--- src/consolePkg.sv ---
// Console shared definitions
`default_nettype none

package consolePkg;

	typedef logic [7:0] byteT; // Port data, port addresses, scan codes
	typedef logic [11:0] rgbT; // Red, green, blue nibbles
	typedef logic [9:0] hCountT; // Pixel column
	typedef logic [9:0] vCountT; // Pixel line
	typedef logic [16:0] toneCountT; // Holds the longest tone half period

	localparam byteT portKeyNow = 8'h00; // Read current key
	localparam byteT portKeyPrev = 8'h01; // Read previous key
	localparam byteT portColorLow = 8'h02; // Green and blue write
	localparam byteT portColorHigh = 8'h03; // Red write, low nibble
	localparam byteT breakPrefix = 8'hF0; // Key release marker

	localparam int pixelDivide = 4; // Clocks per pixel
	localparam hCountT hVisible = 10'd640;
	localparam hCountT hSyncStart = 10'd656;
	localparam hCountT hSyncEnd = 10'd752;
	localparam hCountT hTotal = 10'd800;
	localparam vCountT vVisible = 10'd480;
	localparam vCountT vSyncStart = 10'd490;
	localparam vCountT vSyncEnd = 10'd492;
	localparam vCountT vTotal = 10'd525;
	localparam int cellWidth = 32; // Pixels per bit cell
	localparam int bandHeight = 16; // Lines per key row

	localparam rgbT alarmColor = 12'hF00; // Red under alarm
	localparam rgbT resetColor = 12'hFFF; // White foreground

	localparam toneCountT toneHalfA = 17'd113636; // First tone half period
	localparam toneCountT toneHalfB = 17'd90909; // Second tone half period
	localparam int toneSegment = 8; // Speaker edges per tone
	localparam int filterDepth = 4; // Stable ps2c samples per level

endpackage

`default_nettype wire
--- src/keyBus.sv ---
// Key code bus
`timescale 1ns/1ps
`default_nettype none

interface keyBus import consolePkg::*; ();

	byteT keyNow; // Latest make code
	byteT keyPrev; // Make code before keyNow
	logic keyNew; // One clock on each new make code
	logic keyReleased; // Break seen for keyNow

	modport source (
		output keyNow, keyPrev, keyNew, keyReleased
	);

	modport sink (
		input keyNow, keyPrev, keyNew, keyReleased
	);

endinterface

`default_nettype wire

--- src/alarmConsole.sv ---
// Alarm console top level
`timescale 1ns/1ps
`default_nettype none

module alarmConsole import consolePkg::*; (
	input logic clk,
	input logic reset,
	input byteT portId,
	input logic writeStrobe,
	input byteT outPort,
	input logic readRequest,
	output byteT keyOut,
	input logic alarm,
	input logic ps2c,
	input logic ps2d,
	output rgbT rgb,
	output logic hs,
	output logic vs,
	output logic speaker
);

	logic pixelEnable;
	hCountT hCount;
	vCountT vCount;
	logic hSyncNext;
	logic vSyncNext;
	logic visibleNext;

	keyBus keys(); // Keyboard to display

	ps2Receiver keyboard (
		.clk(clk), .reset(reset),
		.ps2c(ps2c), .ps2d(ps2d),
		.portId(portId), .readRequest(readRequest), .keyOut(keyOut),
		.keys(keys.source)
	);

	vgaTiming timing (
		.clk(clk), .reset(reset),
		.pixelEnable(pixelEnable), .hCount(hCount), .vCount(vCount),
		.hSyncNext(hSyncNext), .vSyncNext(vSyncNext), .visibleNext(visibleNext)
	);

	vgaRenderer renderer (
		.clk(clk), .reset(reset),
		.pixelEnable(pixelEnable), .hCount(hCount), .vCount(vCount),
		.hSyncNext(hSyncNext), .vSyncNext(vSyncNext), .visibleNext(visibleNext),
		.portId(portId), .writeStrobe(writeStrobe), .outPort(outPort),
		.alarm(alarm), .keys(keys.sink),
		.rgb(rgb), .hs(hs), .vs(vs)
	);

	alarmTone tone (
		.clk(clk), .reset(reset),
		.alarm(alarm), .speaker(speaker)
	);

endmodule

`default_nettype wire

--- src/alarmTone.sv ---
// Two-tone alarm siren
`timescale 1ns/1ps
`default_nettype none

module alarmTone import consolePkg::*; (
	input logic clk,
	input logic reset,
	input logic alarm,
	output logic speaker
);

	toneCountT halfCount; // Clocks into this half period
	toneCountT halfLimit; // Last count of the current tone
	logic [$clog2(toneSegment)-1:0] edgeCount; // Edges in this segment
	logic toneSel; // Low for tone A, high for tone B

	assign halfLimit = (toneSel ? toneHalfB : toneHalfA) - toneCountT'(1);

	// Alarm acts as the clock enable and clears everything when low
	always_ff @(posedge clk) begin
		if (reset || !alarm) begin
			halfCount <= '0;
			edgeCount <= '0;
			toneSel <= 1'b0;
			speaker <= 1'b0;
		end else if (halfCount == halfLimit) begin
			halfCount <= '0;
			speaker <= !speaker;
			if (edgeCount == toneSegment - 1) begin
				edgeCount <= '0;
				toneSel <= !toneSel; // Swap tone after a full segment
			end else begin
				edgeCount <= edgeCount + 1'b1;
			end
		end else begin
			halfCount <= halfCount + toneCountT'(1);
		end
	end

endmodule

`default_nettype wire

--- src/vgaRenderer.sv ---
// VGA key cell renderer
`timescale 1ns/1ps
`default_nettype none

module vgaRenderer import consolePkg::*; (
	input logic clk,
	input logic reset,
	input logic pixelEnable,
	input hCountT hCount,
	input vCountT vCount,
	input logic hSyncNext,
	input logic vSyncNext,
	input logic visibleNext,
	input byteT portId,
	input logic writeStrobe,
	input byteT outPort,
	input logic alarm,
	keyBus.sink keys,
	output rgbT rgb,
	output logic hs,
	output logic vs
);

	rgbT foreground; // Processor written colour
	rgbT cellColor; // Colour of a lit cell
	byteT keySel; // Key shown in this band
	logic [2:0] cellIndex; // Cell number across the row
	logic inRows; // Inside the two key bands
	logic inCells; // Inside the eight cells
	logic lit;

	// Foreground colour from the port bus
	always_ff @(posedge clk) begin
		if (reset)
			foreground <= resetColor;
		else if (writeStrobe && portId == portColorLow)
			foreground[7:0] <= outPort; // Green and blue
		else if (writeStrobe && portId == portColorHigh)
			foreground[11:8] <= outPort[3:0]; // Red
	end

	// Band and cell lookup
	always_comb begin
		keySel = (vCount < vCountT'(bandHeight)) ? keys.keyNow : keys.keyPrev;
		inRows = vCount < vCountT'(2 * bandHeight);
		inCells = hCount < hCountT'(8 * cellWidth);
		cellIndex = 3'(hCount / cellWidth);
		lit = visibleNext && inRows && inCells && keySel[3'd7 - cellIndex]; // MSB leftmost
		cellColor = alarm ? alarmColor : foreground;
	end

	// Colour and sync leave together
	always_ff @(posedge clk) begin
		if (reset) begin
			rgb <= '0;
			hs <= 1'b1;
			vs <= 1'b1;
		end else if (pixelEnable) begin
			rgb <= lit ? cellColor : rgbT'(0);
			hs <= hSyncNext;
			vs <= vSyncNext;
		end
	end

endmodule

`default_nettype wire

--- src/vgaTiming.sv ---
// VGA timing generator
`timescale 1ns/1ps
`default_nettype none

module vgaTiming import consolePkg::*; (
	input logic clk,
	input logic reset,
	output logic pixelEnable,
	output hCountT hCount,
	output vCountT vCount,
	output logic hSyncNext,
	output logic vSyncNext,
	output logic visibleNext
);

	logic [$clog2(pixelDivide)-1:0] divCount; // Clock phase within a pixel
	logic lineEnd; // Last column of the line
	logic frameEnd; // Last line of the frame

	assign pixelEnable = (divCount == '0); // First clock after reset is a pixel
	assign lineEnd = (hCount == hTotal - 10'd1);
	assign frameEnd = (vCount == vTotal - 10'd1);

	always_ff @(posedge clk) begin
		if (reset)
			divCount <= '0;
		else if (divCount == pixelDivide - 1)
			divCount <= '0;
		else
			divCount <= divCount + 1'b1;
	end

	// Column and line counters
	always_ff @(posedge clk) begin
		if (reset) begin
			hCount <= '0;
			vCount <= '0;
		end else if (pixelEnable) begin
			if (lineEnd) begin
				hCount <= '0;
				if (frameEnd)
					vCount <= '0;
				else
					vCount <= vCount + 10'd1;
			end else begin
				hCount <= hCount + 10'd1;
			end
		end
	end

	// Decoded for the current counters, registered by the renderer
	assign hSyncNext = !(hCount >= hSyncStart && hCount < hSyncEnd); // Active low
	assign vSyncNext = !(vCount >= vSyncStart && vCount < vSyncEnd); // Active low
	assign visibleNext = (hCount < hVisible) && (vCount < vVisible);

endmodule

`default_nettype wire

--- src/ps2Receiver.sv ---
// PS/2 keyboard receiver
`timescale 1ns/1ps
`default_nettype none

module ps2Receiver import consolePkg::*; (
	input logic clk,
	input logic reset,
	input logic ps2c,
	input logic ps2d,
	input byteT portId,
	input logic readRequest,
	output byteT keyOut,
	keyBus.source keys
);

	typedef enum logic [1:0] {idle, data, parity, stop} ps2StateT;

	ps2StateT state;
	logic [filterDepth-1:0] ps2cShift; // Recent keyboard clock samples
	logic ps2dReg; // Sampled keyboard data
	logic cleanClk; // Filtered keyboard clock level
	logic fallEdge; // Filtered falling edge
	logic [2:0] bitCount; // Data bit index
	byteT dataShift; // LSB first shift register
	logic parityBit;
	logic frameValid; // Good frame, one clock
	logic breakPending; // Last code was the break prefix

	assign fallEdge = cleanClk && (ps2cShift == '0); // Stable low after stable high

	always_ff @(posedge clk) begin
		ps2cShift <= {ps2cShift[filterDepth-2:0], ps2c};
		ps2dReg <= ps2d;
		if (reset)
			cleanClk <= 1'b1; // Idle bus is high
		else if (ps2cShift == '1)
			cleanClk <= 1'b1;
		else if (ps2cShift == '0)
			cleanClk <= 1'b0;
	end

	// Frame FSM, one step per filtered falling edge
	always_ff @(posedge clk) begin
		if (reset) begin
			state <= idle;
			bitCount <= '0;
			frameValid <= 1'b0;
		end else begin
			frameValid <= 1'b0; // Pulse by default
			if (fallEdge) begin
				case (state)
					idle: begin
						bitCount <= '0;
						if (!ps2dReg)
							state <= data; // Start bit
					end
					data: begin
						bitCount <= bitCount + 3'd1;
						if (bitCount == 3'd7)
							state <= parity;
					end
					parity: state <= stop;
					stop: begin
						frameValid <= ps2dReg && (^{dataShift, parityBit}); // Stop and odd parity
						state <= idle;
					end
					default: state <= idle;
				endcase
			end
		end
	end

	always_ff @(posedge clk) begin
		if (fallEdge && state == data)
			dataShift <= {ps2dReg, dataShift[7:1]}; // LSB arrives first
		if (fallEdge && state == parity)
			parityBit <= ps2dReg;
	end

	// Key history and release tracking
	always_ff @(posedge clk) begin
		if (reset) begin
			keys.keyNow <= '0;
			keys.keyPrev <= '0;
			keys.keyNew <= 1'b0;
			keys.keyReleased <= 1'b0;
			breakPending <= 1'b0;
		end else begin
			keys.keyNew <= 1'b0;
			if (frameValid) begin
				if (dataShift == breakPrefix)
					breakPending <= 1'b1;
				else if (breakPending) begin
					breakPending <= 1'b0; // Released code is not stored
					keys.keyReleased <= 1'b1;
				end else begin
					keys.keyPrev <= keys.keyNow;
					keys.keyNow <= dataShift;
					keys.keyNew <= 1'b1;
					keys.keyReleased <= 1'b0;
				end
			end
		end
	end

	// Processor read port
	always_ff @(posedge clk) begin
		if (reset)
			keyOut <= '0;
		else if (readRequest && portId == portKeyNow)
			keyOut <= keys.keyNow;
		else if (readRequest && portId == portKeyPrev)
			keyOut <= keys.keyPrev;
	end

endmodule

`default_nettype wire

--- config.mk ---
export PLATFORM = sky130hd
export DESIGN_NAME = alarmConsole
export DESIGN_NICKNAME = d
export VERILOG_FILES = /design/src/consolePkg.sv /design/src/keyBus.sv /design/src/alarmConsole.sv /design/src/alarmTone.sv /design/src/vgaRenderer.sv /design/src/vgaTiming.sv /design/src/ps2Receiver.sv
export SDC_FILE = /design/constraint.sdc
export NUM_CORES = 1
export LEC_CHECK = 0
export BUFFER_PORTS_ARGS = -buffer_cell sky130_fd_sc_hd__buf_2
export CORE_MARGIN = 2
export CORE_UTILIZATION = 45
export DETAILED_ROUTE_END_ITERATION = 8
export GPL_TIMING_DRIVEN = 0
export PLACE_DENSITY = 0.69
export SLEW_MARGIN = 25
export SYNTH_ARGS = -nofsm -noshare
export SYNTH_HDL_FRONTEND = slang
export SYNTH_SLANG_ARGS = --single-unit
--- constraint.sdc ---
create_clock -name clk -period 2.65 [get_ports clk]
set_clock_uncertainty 0.05 [all_clocks]
set_input_delay 0.3975 -clock clk [delete_from_list [all_inputs] [get_ports clk]]
set_output_delay 0.3975 -clock clk [all_outputs]
set_load 0.01 [all_outputs]
==> results of run 1 <==
state kept, by name, indices dropped and copies added, names as in the netlist, 3 cells and up:
register and cells:
tone.halfCount 17, keyboard.dataShift 8, keyboard.keys.keyNow 8, tone.edgeCount 3, keyboard.keys.keyPrev 8, keyboard.ps2cShift 4
keyboard.keyOut 8, timing.vCount 10, timing.hCount 10, keyboard.bitCount 3, renderer.foreground 12, renderer.rgb 12
how the worst min path moves through the flow:
stage | cells past startpoint | end | start | slack, ps
floorplan | 0 | keyboard.ps2cShift[3] | keyboard.ps2cShift[2] | 290
global placement | 0 | keyboard.ps2cShift[3] | keyboard.ps2cShift[2] | 300
detailed placement | 0 | keyboard.ps2cShift[2] | keyboard.ps2cShift[1] | 310
CTS | 3 | renderer.foreground[4] | outPort[4] | 30
global route | 3 | renderer.foreground[4] | outPort[4] | 50
finish | 3 | renderer.foreground[4] | outPort[4] | 40
placed cells by master (no fill, tap or decap), types with 12 or more instances in the layout:
| master | synthesis | routed |
|---|---|---|
| buf_2 | 4 | 48 |
| clkbuf_1 | 13 | 13 |
| clkbuf_16 | 0 | 16 |
| dfxtp_1 | 107 | 107 |
| ha_1 | 15 | 15 |
| inv_1 | 23 | 23 |
| mux2i_1 | 35 | 35 |
| nand2_1 | 51 | 51 |
| nand3_1 | 12 | 12 |
| nand4_1 | 16 | 16 |
| nor2_1 | 83 | 83 |
| xnor2_1 | 23 | 23 |
| xor2_1 | 18 | 18 |
routing by layer:
layer	part of all wire, %	vias to the layer above
li1	-	1974
met1	47	1893
met2	49	56
met3	3.8	14
met4	1.0	0
met5	0	-
worst register-to-register path: stages (launching register included):
cell     delay, ps
dfxtp_1        360
nor4_4         580
a22o_1         250
nand4_1        110
a21oi_1        330
buf_2          310
o41ai_1        120
final cells by class:
type	instances	area [um^2]
Clock buffer	17	414
Buffer	23	118
Fill cell	967	4870
Timing Repair Buffer	46	240
Multi-Input combinational cell	364	2410
Tap cell	140	175
Inverter	23	86.3
Clock inverter	15	164
Sequential cell	116	2410
per-stage QoR:
stage / power, mW / cell area (um^2) / setup WS [ps] / hold WS [ps] / std cells
6_report: 4.17 / 6020 / 400 / 42.0 / 744
5_1_grt: 4.30 / 6020 / 295 / 46.8 / 744
4_1_cts: 4.20 / 6020 / 352 / 31.2 / 744
3_5_place_dp: 1.98 / 5420 / 375 / 311 / 710
3_3_place_gp: 1.97 / 5420 / 418 / 301 / 710
2_1_floorplan: 1.92 / 5020 / 705 / 294 / 526
cells by family (layout without fill, tap and decap cells):
logic type,after synthesis,in the layout,synth area share (%)
xor gates and xnor gates,41,41,7.15
muxes,36,36,7.20
adders and majority gates,15,15,3.74
buffers and inverters,46,124,4.06
AOI/OAI and AO/OA,53,53,7.92
DFF,116,116,48.0
and+or+nand+nor,219,219,21.9
power breakdown:
| part | internal (mW) | switching (mW) | leakage [nW] |
|---|---|---|---|
| clock network | 1.42 | 0.802 | 0.275 |
| registers | 1.79 | 0.0185 | 0.947 |
| logic | 0.0530 | 0.0886 | 1.27 |
| total | 3.26 | 0.909 | 2.49 |
timing repair:
item	in CTS	in global routing
setup endpoints to repair	0	0
resized for setup	0	0
hold buffers	2	0
endpoints found under the hold margin	2	0
==> metrics.yaml, run 1 <==
worst_setup_path:
  critPathSlowestCell: "nor4_4"
  ff2ff_setup_slack_ps: 400
  crit_type: "flip-flop to flip-flop"
  reg2reg_from: "timing.vCount[5]"
  arrival_ps: 2600
  worstPathCellList: "nor4_4 > a22o_1 > nand4_1 > a21oi_1 > buf_2 > o41ai_1"
  r2r_end: "renderer.rgb[4]"
  worstRegToRegCells: 6
  critPathMaxStageDelay_ps: 580
  end_kind: "flip-flop"
  critical_path_buf_inv_count: 1
  worstSetupStartpoint: "timing.vCount[5]"
  cp_top_family: "compound AO/OA/AOI/OAI gates"
  endpoint: "renderer.rgb[4]"
  cp_max_fo: 10
  worst_setup_path_start_kind: "flip-flop"
  cp.required_ps: 3000
  crit_cells: 6
placed_design:
  io_buffers: 44
  place_congestion: 0.866
  place_hpwl_um: 7520
clocking:
  clock_latency_ps: 530
  cts.root.buffer_cell: "clkbuf_8"
  clk_pin_slew_ps: 60
  cts_sinks: 116
  post-cts-setup-buffers: 0
  cts_tree: "yes"
  clock_path_buffers: 2
  cts_buffers: 17
  h-tree-depth: 4
sta:
  setup_violations: 0
  drv_slew: 0
  hold_viol_final: 0
  fmax_mhz: 444
  worstMarginPinSlew_ps: 744
  finalCritPeriodShare_pct: 84.9
  relSlewSlack_pct: 50.4
  rsz0062_at_grt: "no"
  finalSetupTns_ps: 0
  fin_crit_ps: 2250
grt:
  grt_pass1_vias: 3778
  antenna_found_initial: 0
  grt_usage_pct: 19.4
  grt.busiest_layer: "met2"
  grt_start_max_net_pins: 17
  grt_overflow: 0
  grt_pass1_wl_um: 17900
  grt_use_met2_pct: 31.2
  met3_usage_pct: 7.05
  grtUsageMet1_pct: 24.1
detailed_routing:
  vias: 3937
  wl_per_cell_um: 14.3
  ant_nets: 0
  drtIter0Drc: 221
  vias_per_cell: 5.29
  dr.pass1.iters: 4
  wl_um: 10600
  drc: 0
floorplan:
  boundaryPins: 46
  initial_core_util_pct: 46.1
  die_y_um: 110
  die-area_mm2: 0.0120
  rows: 38
  die_w_um: 110
  core_region_area_mm2: 0.0109
power:
  peakVddDrop_mv: 0.480
  p_per_area_mw_per_mm2: 692
  leakage_nw: 2.49
synth:
  netlist_area_mm2: 0.00502
  synthCells: 526
  synth.distinct_cells: 57
  yosys-top-cells-area: "dfxtp_1 43%, mux2i_1 7.0%, nor2_1 6.2%, edfxtp_1 5.4%, xnor2_1 4.0%"
  synth.ff_latch_count: 116
  yosysSeqAreaShare_pct: 48.0
  yosys_most_used_dff: "dfxtp_1"
  synth_nets: 564
  ys_warn_count: 0
  synthTopCellsByCount: "107 x dfxtp_1, 83 x nor2_1, 51 x nand2_1, 35 x mux2i_1"
  synth_edf_count: 9
  postSynth.asyncResetShare_pct: 0
  yosysMostFrequentCell: "dfxtp_1"
  synth_top_cell_by_area: "dfxtp_1"
  avgSynthCellArea_um2: 9.55
  netlist.area_leader.share_pct: 42.7
layout:
  antenna_cells: 0
  drive_gt1_share_pct: 15.9
  nets: 629
  area_growth_pct: 19.9
  final_util_pct: 55.3
status:
  status: "finished clean"
run:
  drv_cap: 0
min_path:
  hold_class: "input pin to flip-flop"
No activity file was read; power rests on OpenSTA's default activity.
==> run 2, diff against run 1 <==
--- a/config.mk
+++ b/config.mk
@@ -10,7 +10,7 @@
 export CORE_UTILIZATION = 45
 export DETAILED_ROUTE_END_ITERATION = 8
 export GPL_TIMING_DRIVEN = 0
-export PLACE_DENSITY = 0.69
+export PLACE_DENSITY = 0.72
 export SLEW_MARGIN = 25
 export SYNTH_ARGS = -nofsm -noshare
 export SYNTH_HDL_FRONTEND = slang
==> constraint.sdc (replaced) <==
create_clock -name clk -period 1.85 [get_ports clk]
set_clock_uncertainty 0.05 [all_clocks]
set_input_delay 0.2775 -clock clk [delete_from_list [all_inputs] [get_ports clk]]
set_output_delay 0.2775 -clock clk [all_outputs]
set_load 0.01 [all_outputs]
==> run 2 against run 1 <==
Against the previous run: the run now ends with negative setup slack left; worst hold slack improved by 31 ps; via count rose by 5.0%; sequential power grew 43%; sequential share of layout area decreased by 4.0 points; non-clock buffer count increased by 36; total power increased by 44%; utilization increased by 6.7 points; cell area rose by 12%; global-route usage up 1.2 points; final cell count is 4.7% higher.
==> metrics.yaml, run 2 (synthesized netlist as in run 1, its figures left out) <==
worst_setup_path:
  critPathMaxStageDelay_ps: 350  # -230 ps
  worstRegToRegCells: 7  # +1
  ff2ff_setup_slack_ps: -120  # -520 ps
  critPathSlowestCell: "dfxtp_4"
  end_kind: "flip-flop"
  crit_type: "flip-flop to flip-flop"
  critPathMostFrequentCell: "buf_6"
  cp_max_fo: 5  # -5
  arrival_ps: 2310  # -290 ps
  worstPathCellList: "nor4_4 > buf_6 > nand2_4 > mux2_4 > o211ai_4 > buf_6 > o41ai_1"
  reg2reg_from: "timing.vCount[6]"
  cp.required_ps: 2190  # -810 ps
  worst_setup_path_start_kind: "flip-flop"
  r2r_end: "renderer.rgb[7]"
layout:
  multi_input_area_mm2: 0.00274  # +13%
  area_growth_pct: 34.4
  antenna_cells: 0  # unchanged
  reg_top3: "tone.halfCount (17), renderer.foreground (12), renderer.rgb (12)"
  most-common-layout-cells: "95 x dfxtp_1, 70 x nor2_1, 50 x nand2_1"
  fin_area_mm2: 0.00675  # +12%
  nets: 665  # +5.7%
  final_common_cell: "dfxtp_1"
  seq_area_mm2: 0.00243  # +0.93%
  drive_gt1_share_pct: 28.3  # +12 points
  largest_reg_flops: 17  # unchanged
  top_register: "tone.halfCount"
  fillers: 877  # -9.3%
clocking:
  h-tree-depth: 4  # unchanged
  cts_tree: "yes"
  cts_buffers: 17  # unchanged
  clock_latency_ps: 530  # about the same
  clock_path_buffers: 2  # unchanged
  clk_pin_slew_ps: 60  # about the same
  cts.root.buffer_cell: "clkbuf_8"
  cts_sinks: 116  # unchanged
sta:
  fmax_mhz: 508  # +14%
  fin_crit_ps: 1970  # -282 ps
  hold_ws_ps: 73.4  # +31.3 ps
  hold_viol_final: 0  # unchanged
  finalCritPeriodShare_pct: 106  # +21 points
  setup_slack_ps: -118  # -518 ps
  rsz0062_at_grt: "yes"
  relSlewSlack_pct: 53.1  # +2.7 points
  drv_slew: 0  # unchanged
  setup_violations: 36  # +36
  worstMarginPinSlew_ps: 703  # -40.3 ps
floorplan:
  boundaryPins: 46  # unchanged
  core_region_area_mm2: 0.0109  # unchanged
  die_y_um: 110  # unchanged
  initial_core_util_pct: 46.1  # unchanged
  rows: 38  # unchanged
  die_w_um: 110  # unchanged
  die-area_mm2: 0.0120  # unchanged
detailed_routing:
  ant_nets: 0  # unchanged
  wl_per_cell_um: 15.3  # +7.4%
  vias: 4135  # +5.0%
  drtIter0Drc: 191  # -14%
  vias_per_cell: 5.31  # +0.31%
  drc: 0  # unchanged
  dr.pass1.iters: 4  # unchanged
  wl_um: 12000  # +12%
power:
  leakage_nw: 2.84  # +14%
  peakVddDrop_mv: 0.571  # +19%
  p_per_area_mw_per_mm2: 889  # +28%
status:
  violations: "negative setup slack"
  status: "finished with violations"
grt:
  grt_start_max_net_pins: 17  # unchanged
  grt_usage_pct: 20.6  # +1.2 points
  antenna_found_initial: 0  # unchanged
  grt_pass1_wl_um: 19000  # +6.0%
  grt_overflow: 0  # unchanged
  grt_pass1_vias: 4078  # +7.9%
min_path:
  hold_class: "input pin to flip-flop"
  hold_end: "renderer.rgb[1]"
  hold_path_depth: 2  # -1
  hold_path_startpoint: "alarm"
placed_design:
  io_buffers: 44  # unchanged
  place_congestion: 0.850  # -1.8%
  pre_cts_slack_ps: -418  # -794 ps
  placed_area_mm2: 0.00547  # +0.97%
  place_hpwl_um: 7570  # +0.63%
run:
  drv_cap: 0  # unchanged
==> run 2: cell types whose count changed in the layout (fill, tap and decap cells not counted), sizes merged <==
| cell | before | now |
|---|---|---|
| buf | 54 | 82 |
| bufinv | 3 | 1 |
| clkbuf | 30 | 38 |
| clkinv | 6 | 2 |
| clkinvlp | 5 | 3 |
| dlygate4sd3 | 2 | 10 |
| inv | 24 | 23 |
==> run 2: how the worst max path moves through the flow <==
stage | endpoint | cells past startpoint | slack [ps] | from
3_3_place_gp | timing.vCount[7] | 7 | -340 | timing.divCount[0]
6_report | renderer.rgb[7] | 7 | -120 | timing.vCount[6]
2_1_floorplan | tone.edgeCount[1] | 5 | 0.4 | tone.toneSel
5_1_grt | keyboard.keys.keyPrev[5] | 7 | -180 | keyboard.dataShift[2]
3_5_place_dp | timing.vCount[5] | 7 | -420 | timing.divCount[0]
4_1_cts | tone.edgeCount[1] | 5 | -150 | tone.toneSel
==> run 2: timing repair <==
item                                    CTS  global route
setup buffers                            19             6
pin swaps                                35            19
cloned                                    4             0
endpoints found under the setup margin   64            73
resized for setup                        54            42
hold endpoints to repair                 14             0
hold buffers                             10             0
==> run 2: layout make-up <==
cell class	instances	share of cell area, %
multi-input cells	364	40.5
flip-flops and latches	116	36.1
repair buffers	83	8.79
clock buffers	25	7.64
well taps	140	2.59
plain buffers	22	2.13
inverters	23	1.28
clock inverters	6	0.982
==> run 2: per-layer routing <==
layer	global-route usage [%]	wire [um]
met1	24.2	5170
met2	35.2	6190
met5	0	0
met3	6.70	433
met4	7.41	156
==> run 2: worst max-delay path: cells and delay by family (launching register included) <==
kind	cells	cell delay, ps
simple gates	2	370
compound gates	2	370
flops	1	350
mux	1	320
buf+inv	2	360
==> run 2: where the power goes <==
part	internal (mW)	total, mW	switching (mW)
clock	2.03	3.14	1.11
combinational	0.122	0.273	0.151
sequential	2.56	2.59	0.0287
==> run 2: metrics by stage <==
| step | instances | total power [mW] | setup TNS (ps) | util [%] |
|---|---|---|---|---|
| floorplan | 526 | 2.76 | 0 | - |
| global placement | 710 | 2.83 | -12290 | 50.2 |
| detailed placement | 710 | 2.84 | -15890 | 50.2 |
| CTS | 773 | 6.02 | -2620 | 60.0 |
| global route | 779 | 6.17 | -6480 | 62.0 |
| finish | 779 | 6.00 | -1740 | 62.0 |
